$ cat src/tigerPkg.sv
package tigerPkg;

	// a register number, register 0 reads as zero and is never a hazard
	typedef logic [4:0] regNumT;

	// decoded control for one instruction, produced by decode outside this block
	// and carried unchanged down the pipe
	typedef struct packed {
		// the instruction writes a general register in WB
		logic regWrite;
		// loads and stores
		logic memRead;
		logic memWrite;
		// unaligned left and right memory accesses, these read rt as data
		logic memL;
		logic memR;
		// control flow
		logic branch;
		// set when the branch compares rs with rt (beq and bne)
		logic branchEqNe;
		logic jump;
		logic regJump;
		logic irqReturn;
		// the second ALU operand comes from the immediate and not from rt
		logic useImm;
		// coprocessor register moves
		logic copRead;
		logic copWrite;
		// multi-cycle multiply, served by the sequencer in Ex
		logic mulOp;
		// the data cache misses on this load, served by the sequencer in MA
		logic memMiss;
		// destination register, only meaningful when regWrite is set
		regNumT writeRegNum;
	} controlT;

	// the register fields of the instruction word plus a tag
	// the tag lets the retire side identify which instruction came out
	typedef struct packed {
		regNumT rs;
		regNumT rt;
		logic [15:0] tag;
	} instrT;

	// everything a stage register carries, the same for all four stages
	typedef struct packed {
		controlT control;
		instrT instr;
	} decodePayloadT;

	// cycles of dStall for one data-cache miss
	localparam int MISS_LATENCY = 6;

	// cycles of stallRqEx for one multiply
	localparam int MUL_LATENCY = 3;

	// width of the shared countdown timer, must hold the larger latency
	localparam int TIMER_WIDTH = 4;

endpackage

$ cat src/tigerStageReg.sv
module tigerStageReg #(
	parameter type payloadT = logic [31:0]
) (
	input  logic clk,
	input  logic reset,
	input  logic stall,
	input  logic clear,
	input  logic inValid,
	input  payloadT inPayload,
	output logic valid,
	output payloadT payload
);

	// the valid bit is the only control state in the slot
	// hold beats bubble and bubble beats load
	always_ff @(posedge clk)
	begin
		if (reset)
		begin
			valid <= 1'b0;
		end
		else if (stall)
		begin
			valid <= valid;
		end
		else if (clear)
		begin
			valid <= 1'b0;
		end
		else
		begin
			valid <= inValid;
		end
	end

	// payload follows the previous stage whenever the slot is not held
	// on a clear the payload still moves but valid marks it as a bubble
	always_ff @(posedge clk)
	begin
		if (!stall)
		begin
			payload <= inPayload;
		end
	end

endmodule

$ cat src/tigerCountdownTimer.sv
module tigerCountdownTimer (
	input  logic clk,
	input  logic reset,
	input  logic start,
	input  logic [tigerPkg::TIMER_WIDTH-1:0] load,
	output logic busy,
	output logic done
);
	import tigerPkg::*;

	logic [TIMER_WIDTH-1:0] count;

	// a start reloads the count even while an old count is running out
	always_ff @(posedge clk)
	begin
		if (reset)
		begin
			count <= '0;
		end
		else if (start)
		begin
			count <= load;
		end
		else if (count != '0)
		begin
			count <= count - 1'b1;
		end
	end

	assign busy = count != '0;

	// count of one is the last cycle of the wait
	assign done = count == TIMER_WIDTH'(1);

endmodule

$ cat src/tigerStallSequencer.sv
module tigerStallSequencer (
	input  logic clk,
	input  logic reset,
	input  logic maValid,
	input  logic exValid,
	input  tigerPkg::decodePayloadT maPayload,
	input  tigerPkg::decodePayloadT exPayload,
	input  logic stallMA,
	input  logic stallEx,
	input  logic timerBusy,
	input  logic timerDone,
	output logic timerStart,
	output logic [tigerPkg::TIMER_WIDTH-1:0] timerLoad,
	output logic dStall,
	output logic stallRqEx
);
	import tigerPkg::*;

	typedef enum logic [1:0] {Idle, MissWait, MulWait} seqStateT;

	seqStateT state;
	logic maServed;
	logic exServed;
	logic canStart;
	logic missPending;
	logic mulPending;
	logic startMiss;
	logic startMul;

	// a missing load or a multiply that has not been served yet
	assign missPending = maValid && maPayload.control.memRead
		&& maPayload.control.memMiss && !maServed;
	assign mulPending = exValid && exPayload.control.mulOp && !exServed;

	// the timer is shared, a new event may start once it is free or finishing
	assign canStart = !timerBusy || timerDone;

	// the miss in MA wins, the multiply waits behind it in Ex
	assign startMiss = canStart && missPending;
	assign startMul = canStart && mulPending && !missPending;

	assign timerStart = startMiss || startMul;
	assign timerLoad = startMiss ? TIMER_WIDTH'(MISS_LATENCY) : TIMER_WIDTH'(MUL_LATENCY);

	// the stall rises in the cycle the event is seen and drops with done
	assign dStall = startMiss || (state == MissWait && !timerDone);
	assign stallRqEx = startMul || (state == MulWait && !timerDone);

	always_ff @(posedge clk)
	begin
		if (reset)
			state <= Idle;
		else if (startMiss)
			state <= MissWait;
		else if (startMul)
			state <= MulWait;
		else if (timerDone)
			state <= Idle;
	end

	// served flags keep a held instruction from starting a second wait
	// they drop once the stage takes new contents
	always_ff @(posedge clk)
	begin
		if (reset)
		begin
			maServed <= 1'b0;
			exServed <= 1'b0;
		end
		else
		begin
			if (startMiss)
				maServed <= 1'b1;
			else if (!stallMA)
				maServed <= 1'b0;
			if (startMul)
				exServed <= 1'b1;
			else if (!stallEx)
				exServed <= 1'b0;
		end
	end

endmodule

$ cat src/tigerStallLogic.sv
module tigerStallLogic (
	input  logic deValid,
	input  logic exValid,
	input  logic maValid,
	input  logic wbValid,
	input  tigerPkg::decodePayloadT dePayload,
	input  tigerPkg::decodePayloadT exPayload,
	input  tigerPkg::decodePayloadT maPayload,
	input  tigerPkg::decodePayloadT wbPayload,
	input  logic iStall,
	input  logic cpuHold,
	input  logic exception,
	input  logic dStall,
	input  logic stallRqEx,
	output logic stallDe,
	output logic clearDe,
	output logic stallEx,
	output logic clearEx,
	output logic stallMA,
	output logic clearMA,
	output logic stallWB,
	output logic clearWB,
	output logic fetchReady
);
	import tigerPkg::*;

	// rs is read unless the instruction only redirects control flow
	function automatic logic needsRs(input controlT ctl);
		needsRs = !ctl.irqReturn && !ctl.jump && !ctl.regJump && !ctl.branch;
	endfunction

	// rt is read as an ALU operand when there is no immediate
	// and as store or partial-load data when memory is touched
	function automatic logic needsRt(input controlT ctl);
		logic usesRtData;
		usesRtData = !ctl.useImm || ctl.memWrite || ctl.memL || ctl.memR;
		needsRt = !ctl.irqReturn && !ctl.jump && !ctl.regJump && !ctl.branch
			&& usesRtData;
	endfunction

	logic needStallDe;
	logic needStallEx;
	logic needStallMA;
	logic needStallWB;
	controlT deCtl;
	controlT exCtl;
	controlT maCtl;
	controlT wbCtl;
	logic exWrites;
	logic maWrites;
	logic wbWrites;
	logic rsInEx;
	logic rtInEx;
	logic rsInMA;
	logic rtInMA;
	logic branchEqNeDe;
	logic branchOrJumpDe;
	logic branchHazard;
	logic loadUseHazard;
	logic copHazard;
	logic wbFeedsEx;

	assign deCtl = dePayload.control;
	assign exCtl = exPayload.control;
	assign maCtl = maPayload.control;
	assign wbCtl = wbPayload.control;

	// only a valid instruction that writes a register can produce a hazard
	assign exWrites = exValid && exCtl.regWrite;
	assign maWrites = maValid && maCtl.regWrite;
	assign wbWrites = wbValid && wbCtl.regWrite && wbCtl.writeRegNum != '0;

	// decode source registers matching a destination further down
	// register 0 never matches
	assign rsInEx = dePayload.instr.rs == exCtl.writeRegNum && dePayload.instr.rs != '0;
	assign rtInEx = dePayload.instr.rt == exCtl.writeRegNum && dePayload.instr.rt != '0;
	assign rsInMA = dePayload.instr.rs == maCtl.writeRegNum && dePayload.instr.rs != '0;
	assign rtInMA = dePayload.instr.rt == maCtl.writeRegNum && dePayload.instr.rt != '0;

	// branches resolve in decode, so their operands cannot be forwarded from Ex or MA
	assign branchEqNeDe = deValid && deCtl.branch && deCtl.branchEqNe;
	assign branchOrJumpDe = deValid && (deCtl.branch || deCtl.regJump);

	// beq and bne also compare rt, every branch and register jump reads rs
	assign branchHazard =
		(branchEqNeDe && ((rtInEx && exWrites) || (rtInMA && maWrites)))
		|| (branchOrJumpDe && ((rsInEx && exWrites) || (rsInMA && maWrites)));

	// load data only arrives at the end of MA, one bubble is needed behind the load
	assign loadUseHazard = deValid && exValid && exCtl.memRead
		&& ((rsInEx && needsRs(deCtl)) || (rtInEx && needsRt(deCtl)));

	// coprocessor moves are rare, so any pending coprocessor write blocks a read
	assign copHazard = deValid && deCtl.copRead
		&& ((exValid && exCtl.copWrite)
			|| (maValid && maCtl.copWrite)
			|| (wbValid && wbCtl.copWrite));

	assign needStallDe = branchHazard || loadUseHazard || copHazard;

	// a multiply in progress or a hold from outside the core
	assign needStallEx = stallRqEx || cpuHold;

	// the data cache is still filling the line
	assign needStallMA = dStall;

	// the WB result is forwarded to Ex, if Ex cannot move the result must stay
	// needStallEx and needStallMA are used here instead of stallEx to avoid a loop
	assign wbFeedsEx = exValid
		&& ((exPayload.instr.rs == wbCtl.writeRegNum && needsRs(exCtl))
			|| (exPayload.instr.rt == wbCtl.writeRegNum && needsRt(exCtl)));
	assign needStallWB = wbWrites && wbFeedsEx && (needStallEx || needStallMA);

	// a stage stalls when it needs to or when anything after it is stalled
	// the stage after a stalling one is cleared unless it is itself held
	assign stallWB = needStallWB;
	assign clearWB = needStallMA && !stallWB;

	assign stallMA = needStallMA || stallWB;
	assign clearMA = needStallEx && !stallMA;

	assign stallEx = needStallEx || stallMA;
	assign clearEx = (needStallDe || iStall) && !stallEx;

	// the instruction cache stall holds decode since nothing new can arrive
	assign stallDe = needStallDe || stallEx || iStall;
	assign clearDe = exception && !stallDe;

	// fetch may hand over an instruction only when decode will load it
	assign fetchReady = !stallDe && !iStall && !exception;

endmodule

$ cat src/tigerPipeCtrl.sv
module tigerPipeCtrl (
	input  logic clk,
	input  logic reset,
	input  logic fetchValid,
	input  tigerPkg::controlT fetchControl,
	input  tigerPkg::instrT fetchInstr,
	input  logic iStall,
	input  logic cpuHold,
	input  logic exception,
	output logic fetchReady,
	output logic retireValid,
	output logic [15:0] retireTag,
	output logic retireWriteEn,
	output tigerPkg::regNumT retireWriteRegNum
);
	import tigerPkg::*;

	decodePayloadT fetchPayload;
	decodePayloadT dePayload;
	decodePayloadT exPayload;
	decodePayloadT maPayload;
	decodePayloadT wbPayload;
	logic deValid;
	logic exValid;
	logic maValid;
	logic wbValid;
	logic stallDe;
	logic clearDe;
	logic stallEx;
	logic clearEx;
	logic stallMA;
	logic clearMA;
	logic stallWB;
	logic clearWB;
	logic dStall;
	logic stallRqEx;
	logic timerStart;
	logic [TIMER_WIDTH-1:0] timerLoad;
	logic timerBusy;
	logic timerDone;

	assign fetchPayload = '{control: fetchControl, instr: fetchInstr};

	// decode loads fetchValid directly, when it loads fetchReady is high
	tigerStageReg #(.payloadT(decodePayloadT)) u_deReg (
		.clk(clk), .reset(reset), .stall(stallDe), .clear(clearDe),
		.inValid(fetchValid), .inPayload(fetchPayload),
		.valid(deValid), .payload(dePayload)
	);

	tigerStageReg #(.payloadT(decodePayloadT)) u_exReg (
		.clk(clk), .reset(reset), .stall(stallEx), .clear(clearEx),
		.inValid(deValid), .inPayload(dePayload),
		.valid(exValid), .payload(exPayload)
	);

	tigerStageReg #(.payloadT(decodePayloadT)) u_maReg (
		.clk(clk), .reset(reset), .stall(stallMA), .clear(clearMA),
		.inValid(exValid), .inPayload(exPayload),
		.valid(maValid), .payload(maPayload)
	);

	tigerStageReg #(.payloadT(decodePayloadT)) u_wbReg (
		.clk(clk), .reset(reset), .stall(stallWB), .clear(clearWB),
		.inValid(maValid), .inPayload(maPayload),
		.valid(wbValid), .payload(wbPayload)
	);

	tigerStallLogic u_stallLogic (
		.deValid(deValid), .exValid(exValid), .maValid(maValid), .wbValid(wbValid),
		.dePayload(dePayload), .exPayload(exPayload),
		.maPayload(maPayload), .wbPayload(wbPayload),
		.iStall(iStall), .cpuHold(cpuHold), .exception(exception),
		.dStall(dStall), .stallRqEx(stallRqEx),
		.stallDe(stallDe), .clearDe(clearDe), .stallEx(stallEx), .clearEx(clearEx),
		.stallMA(stallMA), .clearMA(clearMA), .stallWB(stallWB), .clearWB(clearWB),
		.fetchReady(fetchReady)
	);

	tigerStallSequencer u_sequencer (
		.clk(clk), .reset(reset), .maValid(maValid), .exValid(exValid),
		.maPayload(maPayload), .exPayload(exPayload),
		.stallMA(stallMA), .stallEx(stallEx),
		.timerBusy(timerBusy), .timerDone(timerDone),
		.timerStart(timerStart), .timerLoad(timerLoad),
		.dStall(dStall), .stallRqEx(stallRqEx)
	);

	tigerCountdownTimer u_timer (
		.clk(clk), .reset(reset), .start(timerStart), .load(timerLoad),
		.busy(timerBusy), .done(timerDone)
	);

	// an instruction retires in the one cycle its WB slot is valid and not held
	assign retireValid = wbValid && !stallWB;
	assign retireTag = wbPayload.instr.tag;
	assign retireWriteEn = wbPayload.control.regWrite;
	assign retireWriteRegNum = wbPayload.control.writeRegNum;

endmodule

$ cat config.mk
export PLATFORM = sky130hd
export DESIGN_NAME = tigerPipeCtrl
export DESIGN_NICKNAME = d
export VERILOG_FILES = /design/src/tigerPkg.sv /design/src/tigerStageReg.sv /design/src/tigerCountdownTimer.sv /design/src/tigerStallSequencer.sv /design/src/tigerStallLogic.sv /design/src/tigerPipeCtrl.sv
export SDC_FILE = /design/constraint.sdc
export NUM_CORES = 1
export LEC_CHECK = 0
export ABC_AREA = 1
export ABC_CLOCK_PERIOD_IN_PS = 3200
export BUFFER_PORTS_ARGS = -buffer_cell sky130_fd_sc_hd__buf_2
export CAP_MARGIN = 40
export CORE_MARGIN = 2
export CORE_UTILIZATION = 35
export DETAILED_ROUTE_END_ITERATION = 12
export HOLD_SLACK_MARGIN = 0.12
export PLACE_DENSITY = 0.51
export SETUP_SLACK_MARGIN = 0.3
export SLEW_MARGIN = 20
export SYNTH_ARGS = -nofsm -noshare
export SYNTH_HDL_FRONTEND = slang
export SYNTH_SLANG_ARGS = --single-unit
$ cat constraint.sdc
create_clock -name clk -period 3.2 [get_ports clk]
set_input_delay 0.16 -clock clk [delete_from_list [all_inputs] [get_ports clk]]
set_output_delay 0.16 -clock clk [all_outputs]
set_load 0.1 [all_outputs]
After elaboration in Yosys (flattened, before gate mapping):

Cells that the tools add are included.

* equal/unequal tests: 11
* shifts and indexed selects: 0
* multiplexer cells: 14
* reduce and logical (&&, ||, !) cells: 113
* bitwise gates (word level): 0
* $add $sub $neg: 1
* divide/modulo/power cells: 0
* multipliers: 0
* order comparisons: 0

Operators by type and width (count)
* $logic_and A1 B1 Y1: 57
* $eq A5 B5 Y1: 6
* $logic_or A1 B1 Y1: 27
* $logic_not A1 Y1: 21
* $reduce_bool A5 Y1: 3
* $mux W1: 9
* $mux W4: 2
* $eq A4 B1 Y1 const B: 1
* $mux W2: 2
* $ne A2 B1 Y1 const B: 2
* $reduce_bool A2 Y1: 2
* $reduce_bool A4 Y1: 1
* $sub A4 B1 Y4 const B: 1
* $mux W3: 1
* $reduce_bool A3 Y1: 1
* $eq A2 B1 Y1 const B: 1
* $eq A2 B2 Y1 const B: 1
* $reduce_or A2 Y1: 1

* memory bits (writable): 0
* register bits: 150
* bits in latches: 0
* word-level logic and storage cells: 194
* input port bits: 52
* output and inout port bits: 24
* memories kept: 0
* ROM bits: 0

Logic depth before layout (Yosys ltp):

Gate-level depths: netlist of the first run.

* depth after elaboration: 17
* depth in mapped cells: 13
* mapped depth without buffers: 13

Cells and area by module:

Synthesis of the first run repeated with hierarchy kept, for this count alone.

* cell total of the unflattened synthesis: 444
* area total of the unflattened synthesis: 6999.2 um2

Modules (own cells, without submodules)
* tigerStageReg: cells an instance 55, times used 4, area an instance 1432.6 um2
* tigerStallLogic: cells an instance 142, times used 1, area an instance 721.9 um2
* tigerCountdownTimer: cells an instance 44, times used 1, area an instance 294.0 um2
* tigerStallSequencer: cells an instance 36, times used 1, area an instance 242.7 um2
* tigerPipeCtrl: cells an instance 2, times used 1, area an instance 10.0 um2

Least setup slack after synthesis of the first run:

Ideal clock, no wire load.

* path kind: register -> output
* start: reg u_timer.count[0]
* end: out fetchReady
* slack: -331 ps
* buffers on the path: 0
* data required time: 3040 ps
* cell stages (with the launch flop): 10
* arrival: 3371 ps
* cells stage by stage: dfxtp_1 inv_1 ha_1 o21ai_2 nor2_4 nor2_4 nand3_4 nor2_2 nand2_2 nor3_1

* word-level cells in the longest chain between the ends: 16

Ends and longest elaborated chain
* from (decl): line tigerCountdownTimer.sv:11 `logic [TIMER_WIDTH-1:0] count;`
* from (signal assigned): line tigerCountdownTimer.sv:22 `count <= load;`
* from (signal assigned): line tigerCountdownTimer.sv:26 `count <= count - 1'b1;`
* $reduce_bool A4 Y1: line tigerCountdownTimer.sv:30 `assign busy = count != '0;`
* $logic_not A1 Y1: line tigerStallSequencer.sv:36 `assign canStart = !timerBusy || timerDone;`
* $logic_or A1 B1 Y1: line tigerStallSequencer.sv:36
* $logic_and A1 B1 Y1 (2 in series): line tigerStallSequencer.sv:40 `assign startMul = canStart && mulPending && !missPending;`
* $logic_or A1 B1 Y1: line tigerStallSequencer.sv:47 `assign stallRqEx = startMul || (state == MulWait && !timerDone);`
* $logic_or A1 B1 Y1: line tigerStallLogic.sv:102 `assign needStallEx = stallRqEx || cpuHold;`
* $logic_or A1 B1 Y1: line tigerStallLogic.sv:112 `assign needStallWB = wbWrites && wbFeedsEx && (needStallEx || needStallMA);`
* $logic_and A1 B1 Y1: line tigerStallLogic.sv:112
* $logic_or A1 B1 Y1: line tigerStallLogic.sv:119 `assign stallMA = needStallMA || stallWB;`
* $logic_or A1 B1 Y1 *: line tigerStallLogic.sv:122 `assign stallEx = needStallEx || stallMA;`
* $logic_or A1 B1 Y1 * (2 in series): line tigerStallLogic.sv:126 `assign stallDe = needStallDe || stallEx || iStall;`
* $logic_not A1 Y1 *: line tigerStallLogic.sv:130 `assign fetchReady = !stallDe && !iStall && !exception;`
* $logic_and A1 B1 Y1 * (2 in series): line tigerStallLogic.sv:130
* to (decl): line tigerPipeCtrl.sv:10 `output logic fetchReady,`

Mark *: on every way between the ends. The rest lies on a longest branch, timed or not.

Worst setup path after layout of the first run:

Ends and elaborated chain as after synthesis.

==> flow_summary_export.csv, run 1 <==
group,metric,value,unit
routing,wl_per_cell,13.7,µm
global_route,antenna_found_initial,0,
synth,synth_area,5590,µm²
routing,drc,0,
critical_path,critical_path_class,"reg2out",
timing,relSlewSlack,52.6,%
layout,diodes,0,
power,leakage,2.77,nW
critical_path,critPathRequiredTime,3040,ps
clock_tree,cts_tree,"done",
clock_tree,htreeDepth,4,
synth,synth.top_cell.area_share,74.1,%
timing,period_needed,2660,ps
timing,fmax,376,MHz
synth,synthCells,362,
critical_path,end_kind,"output port",
die,dieHeight,130,µm
synth,synth-edff-count,138,
clock_tree,clkSinkCount,150,
global_route,grt_util_all_layers,12.7,%
critical_path,r2r-end,"u_deReg.payload[41]",
timing,hold_viol_final,0,
placement,place_congestion,0.878,
hold_path,hold_class,"in2reg",
critical_path,crit_path_end,"fetchReady",
critical_path,r2r_slack,770,ps
routing,drt_pass1_iterations,4,
clock_tree,cts_root_buffer,"clkbuf_16",
layout,drive_above_1_share,27.1,%
timing,grt_setup_unrepaired,"no",
routing,routed_via_density,4.17,
clock_tree,clk_latency,410,ps
hold_path,hold_path_depth,5,
power,power,0.00471,W
critical_path,reg2reg_from,"u_timer.count[0]",
run,drv_cap,0,
critical_path,crit_path_frequent_cell,"nor2_4",
placement,dp_hpwl,6630,µm
synth,yosysSeqAreaShare,78.4,%
clock_tree,clkTransAtPathRegs,60,ps
synth,synth_flop_cell,"edfxtp_1",
power,vdd_drop_max,0.480,mV
global_route,overflow,0,
global_route,grt_pass1_vias,3164,
timing,worstMarginPinSlew,710,ps
synth,ys_types,34,
die,fp.coreArea,15800,µm²
global_route,grt_pass1_wl,15600,µm
hold_path,hp-start,"cpuHold",
clock_tree,clk_path_buf_depth,2,
synth,yosysWarnings,0,
die,die_w,130,µm
routing,routed_wl,9810,µm
synth,async_flop_share,0,%
critical_path,crit_fanout,5,
critical_path,crit_slowest_cell,"buf_2",
timing,setup_viol,0,
clock_tree,cts_resized,0,
synth,synthTopCellsByArea,"edfxtp_1 74%, dfxtp_1 4.3%, nand2_1 3.1%",
synth,synthesis.nets,416,
layout,fill_cells,1436,
layout,final_area,7210,µm²
power,power-per-cell-area,653,nW/µm²
outcome,status,"completed",
timing,post-route-period-util,83.1,%
critical_path,crit_arrival,2500,ps
critical_path,path_cells,"inv_1 > ha_1 > o21ai_2 > nor2_4 > nor2_4 > nand3_4 > nor2_2 > nand2_2 > nor3_2 > buf_2",
die,io_pins,76,
global_route,grt_max_degree,36,
synth,synth-seq-cells,150,
layout,syn_to_final_growth,28.9,%
clock_tree,cts_buffers,17,
placement,placed_cell_area,6140,µm²
critical_path,crit_path_start,"u_timer.count[0]",
die,dieArea,17000,µm²
die,start_util,35.5,%
layout,utilization,45.7,%
synth,postSynthAreaPerCell,15.4,µm²
routing,first_iter_violations,81,
routing,vias,2992,
critical_path,worst_path_largest_cell_delay,450,ps
timing,drv_slew,0,
critical_path,reg2regPathDepth,10,
timing,fin_setup_tns,0,ps
routing,drt.antenna.violating_nets,0,
critical_path,cp-start-kind,"flip-flop",
synth,synth_top_area_cell,"edfxtp_1",
timing,skew,6.09,ps
layout,final_nets,543,
die,rows,46,
placement,portBuffers,75,
registers in the layout, indices dropped and copies added (netlist names), 2 cells and up:
register           count
u_deReg.payload       46
u_exReg.payload       44
u_maReg.payload       25
u_sequencer.state      2
u_timer.count          4
u_wbReg.payload       23
final cells by class:
cell class | count | area (µm²) | area share [%]
inverters | 29 | 109 | 1.51
well taps | 216 | 270 | 3.75
flip-flops and latches | 150 | 4380 | 60.8
multi-input cells | 161 | 943 | 13.1
clock inverters | 15 | 151 | 2.10
clock buffers | 17 | 425 | 5.90
repair buffers | 130 | 923 | 12.8
what timing repair did:
action | in CTS | in global routing
setup endpoints to repair | 0 | 0
hold endpoints to repair | 53 | 0
buffers inserted | 0 | 0
hold buffers | 49 | 0
where the power goes:
part | total (W) | switching [W] | internal [W]
clock | 0.00191 | 0.000764 | 0.00115
sequential | 0.00232 | 0.0000605 | 0.00226
combinational | 0.000476 | 0.000299 | 0.000177
total | 0.00471 | 0.00112 | 0.00359
per-layer routing:
metal  vias to the layer above  wire length, µm  GRT usage (%)
li1                       1508                -              -
met1                      1416             4150           14.2
met2                        54             5180           22.8
met3                        14              353           4.07
met4                         0              126           4.88
met5                         -                0              0
synth_stat cells (all sizes together) (2+ instances only):
library cell / n
nor3: 4
nand3b: 2
or2: 2
nand4: 3
nor2: 34
a21oi: 8
o22ai: 3
nand2: 50
dfxtp: 12
nand3: 16
inv: 29
ha: 2
xnor2: 14
o21ai: 6
xor2: 9
edfxtp: 138
buf: 22
worst min-delay path by stage:
| stage | to | slack (ps) |
|---|---|---|
| global route | u_exReg.valid | 230 |
| detailed placement | u_deReg.payload[27] | 340 |
| CTS | u_exReg.valid | 200 |
| floorplan | u_deReg.payload[0] | 260 |
| global placement | u_deReg.payload[27] | 340 |
| finish | u_exReg.valid | 220 |
worst max-delay path: cells and delay by family (launching register included):
family	cells	cell delay, ps
AO/OA/AOI/OAI	1	230
adder cells (fa/ha/maj)	1	240
buffers and inverters	2	530
flip-flops	1	360
AND/OR/NAND/NOR	6	720
stage by stage:
step                      setup slack [ps]  hold WS (ps)  instances
final                                  539           217        718
after floorplan                        509           259        362
after global placement                 836           336        637
after CTS                              481           205        718
after global routing                   385           233        718
after detailed placement               777           338        637
placed cells by master (no fill, tap or decap), types with 2 or more instances in the layout:
| cell | instances |
|---|---|
| nand3b_1 | 2 |
| dlygate4sd3_1 | 49 |
| nor2_1 | 25 |
| o21ai_0 | 5 |
| nand4_1 | 2 |
| nand3_1 | 13 |
| buf_4 | 5 |
| nor2_4 | 5 |
| clkinvlp_4 | 2 |
| nor2_2 | 4 |
| clkinv_4 | 2 |
| buf_2 | 75 |
| inv_1 | 28 |
| nand2_1 | 46 |
| ha_1 | 2 |
| nand3_2 | 2 |
| clkinv_2 | 4 |
| nand2_2 | 4 |
| xnor2_1 | 14 |
| bufinv_16 | 2 |
| xor2_1 | 9 |
| a21oi_1 | 7 |
| clkbuf_16 | 17 |
| dfxtp_1 | 12 |
| inv_6 | 4 |
| o22ai_1 | 3 |
| edfxtp_1 | 138 |
| or2_2 | 2 |
| nor3_1 | 3 |
cell families after synthesis:
logic type / share of synthesized area, %
flops: 78.4
simple gates: 10.5
buf+inv: 4.83
xor+xnor: 3.60
compound gates: 2.26
fa+ha+maj: 0.447
(Power assumes the default switching activity.)
==> run 2: changes to the inputs <==
--- a/config.mk
+++ b/config.mk
@@ -6,7 +6,7 @@
 export NUM_CORES = 1
 export LEC_CHECK = 0
 export ABC_AREA = 1
-export ABC_CLOCK_PERIOD_IN_PS = 3200
+export ABC_CLOCK_PERIOD_IN_PS = 2800
 export BUFFER_PORTS_ARGS = -buffer_cell sky130_fd_sc_hd__buf_2
 export CAP_MARGIN = 40
 export CORE_MARGIN = 2
==> constraint.sdc (replaced) <==
create_clock -name clk -period 2.8 [get_ports clk]
set_input_delay 0.14 -clock clk [delete_from_list [all_inputs] [get_ports clk]]
set_output_delay 0.14 -clock clk [all_outputs]
set_load 0.1 [all_outputs]
==> flow_summary_export.csv, run 2 (synthesized netlist as in run 1, its figures left out) <==
group,metric,value,unit
outcome,status,"completed",
critical_path,end_kind,"output port",
hold_path,hold_path_depth,5,
placement,placed_cell_area,6140,µm²
layout,fill_cells,1452,
power,p_sw_share,23.7,%
hold_path,hold_class,"in2reg",
power,power-per-cell-area,750,nW/µm²
layout,final_common_cell,"edfxtp_1",
routing,drt.antenna.violating_nets,0,
global_route,grt_max_degree,36,
routing,drt_pass1_iterations,5,
clock_tree,clk_path_buf_depth,2,
critical_path,cp_top_family,"simple AND/OR/NAND/NOR gates",
layout,diodes,0,
timing,grt_setup_unrepaired,"no",
global_route,overflow,0,
timing,post-route-period-util,85.1,%
power,power,0.00544,W
critical_path,reg2regPathDepth,10,
die,io_pins,76,
critical_path,crit_arrival,2240,ps
timing,fin_setup_tns,0,ps
routing,drc,0,
run,drv_cap,0,
clock_tree,cts_root_buffer,"clkbuf_16",
clock_tree,cts_setup_buffers,0,
clock_tree,clkSinkCount,150,
placement,portBuffers,75,
critical_path,crit_path_frequent_cell,"nor2_4",
clock_tree,cts_tree,"done",
die,start_util,35.5,%
timing,relSlewSlack,66.0,%
critical_path,crit_slowest_cell,"dfxtp_1",
die,rows,46,
routing,vias,3029,
layout,utilization,46.0,%
power,vdd_drop_max,0.373,mV
power,switchingPower,0.00129,W
layout,top_register,"u_deReg.payload",
timing,hold_viol_final,0,
critical_path,critical_path_class,"reg2out",
timing,worstMarginPinSlew,513,ps
layout,largest_registers,"u_deReg.payload (46), u_exReg.payload (44), u_maReg.payload (25)",
routing,wl_per_cell,13.6,µm
layout,final_area,7260,µm²
power,combPwrFrac,10.5,%
critical_path,cp-start-kind,"flip-flop",
critical_path,worst_path_largest_cell_delay,340,ps
die,dieArea,17000,µm²
clock_tree,clkTransAtPathRegs,60,ps
placement,post-place-ws,456,ps
critical_path,r2r-end,"u_deReg.payload[14]",
placement,place_congestion,0.925,
die,dieHeight,130,µm
layout,drive_above_1_share,27.9,%
power,power_frac_seq,48.7,%
clock_tree,cts_buffers,17,
layout,syn_to_final_growth,29.7,%
critical_path,critPathRequiredTime,2660,ps
layout,largest_register_ffs,46,
routing,routed_via_density,4.22,
timing,layout_setup_ws,416,ps
critical_path,reg2reg_from,"u_timer.count[1]",
timing,skew,7.41,ps
global_route,grt_pass1_vias,3028,
clock_tree,clk_latency,420,ps
clock_tree,htreeDepth,4,
critical_path,crit_fanout,5,
critical_path,crit_buf_inv,2,
hold_path,hold_end,"u_exReg.valid",
routing,first_iter_violations,182,
placement,dp_hpwl,6580,µm
global_route,grt_util_all_layers,12.3,%
critical_path,cp.depth,10,
timing,period_needed,2380,ps
hold_path,hp-start,"cpuHold",
power,power_frac_clock,40.8,%
layout,final_nets,543,
timing,setup_viol,0,
timing,drv_slew,0,
critical_path,path_cells,"inv_1 > ha_2 > o21ai_4 > nor2_4 > nor2_4 > nand3_4 > nor2_2 > nand2_2 > nor3_4 > buf_12",
critical_path,r2r_slack,550,ps
timing,fmax,420,MHz
power,p_int,0.00415,W
die,die_w,130,µm
layout,final_cell_mix,"138 x edfxtp_1, 73 x buf_2, 49 x dlygate4sd3_1, 46 x nand2_1, 28 x inv_1",
routing,routed_wl,9750,µm
global_route,antenna_found_initial,0,
die,fp.coreArea,15800,µm²
power,leakage,2.78,nW
global_route,grt_pass1_wl,15100,µm
[run 2: cell types whose count changed in the layout (fill, tap and decap cells not counted), moves of 2 or more]
cell | before | now
inv_6 | 4 | 1
buf_2 | 75 | 73
ha_1 | 2 | 0
ha_2 | 0 | 2
clkbuf_8 | 0 | 2
[run 2: worst register-to-register path: cells and delay by family, from the launching register on]
kind	cells	cell delay (ps)
buffers and inverters	2	460
AOI/OAI and AO/OA	1	180
and+or+nand+nor	6	670
DFF	1	340
adders and majority gates	1	200
[run 2: power groups by stage]
stage | Sequential (W) | Combinational (W) | Clock [W]
2_1_floorplan | 0.00268 | 0.000395 | 0
3_3_place_gp | 0.00269 | 0.000488 | 0
3_5_place_dp | 0.00270 | 0.000495 | 0
4_1_cts | 0.00265 | 0.000552 | 0.00228
5_1_grt | 0.00266 | 0.000629 | 0.00238
6_report | 0.00265 | 0.000572 | 0.00222
[run 2: area by class of cell]
| cell class | instances | area [µm²] | area share [%] |
|---|---|---|---|
| sequential | 150 | 4390 | 60.4 |
| tap | 216 | 270 | 3.72 |
| multi-input combinational | 161 | 965 | 13.3 |
| timing repair buffer | 130 | 941 | 13.0 |
| clock buffer | 20 | 457 | 6.29 |
| inverter | 29 | 109 | 1.50 |
| clock inverter | 12 | 129 | 1.78 |
[run 2: worst max path at each step]
stage / startpoint / end / slack [ps]
floorplan: u_timer.count[0] / fetchReady / 150
global placement: u_timer.count[0] / u_deReg.payload[0] / 550
detailed placement: u_timer.count[0] / u_deReg.payload[14] / 460
CTS: u_timer.count[0] / fetchReady / 250
global route: u_timer.count[0] / fetchReady / 300
finish: u_timer.count[1] / fetchReady / 420
[run 2: metrics by stage]
stage                     std cells  hold slack, ps
after floorplan                 362             239
after global placement          637             318
after detailed placement        637             318
after CTS                       718             178
after global routing            718             204
final                           718             198
[run 2: per-layer routing]
metal  vias to the layer above  global-route usage, %  wire length (µm)  part of all wire, %
met1                      1430                   14.5              4260                   44
met3                        17                   3.91               404                  4.1
met4                         0                   6.51               217                  2.2
met2                        75                   20.2              4870                   50
li1                       1507                      -                 -                    -
met5                         -                      0                 0                    0
[run 2: timing repair]
action | 4_1_cts | 5_1_grt
gates resized for setup | 2 | 9
hold buffers | 49 | 0
hold endpoints to repair | 54 | 0
setup endpoints to repair | 2 | 29
pin swaps | 0 | 2
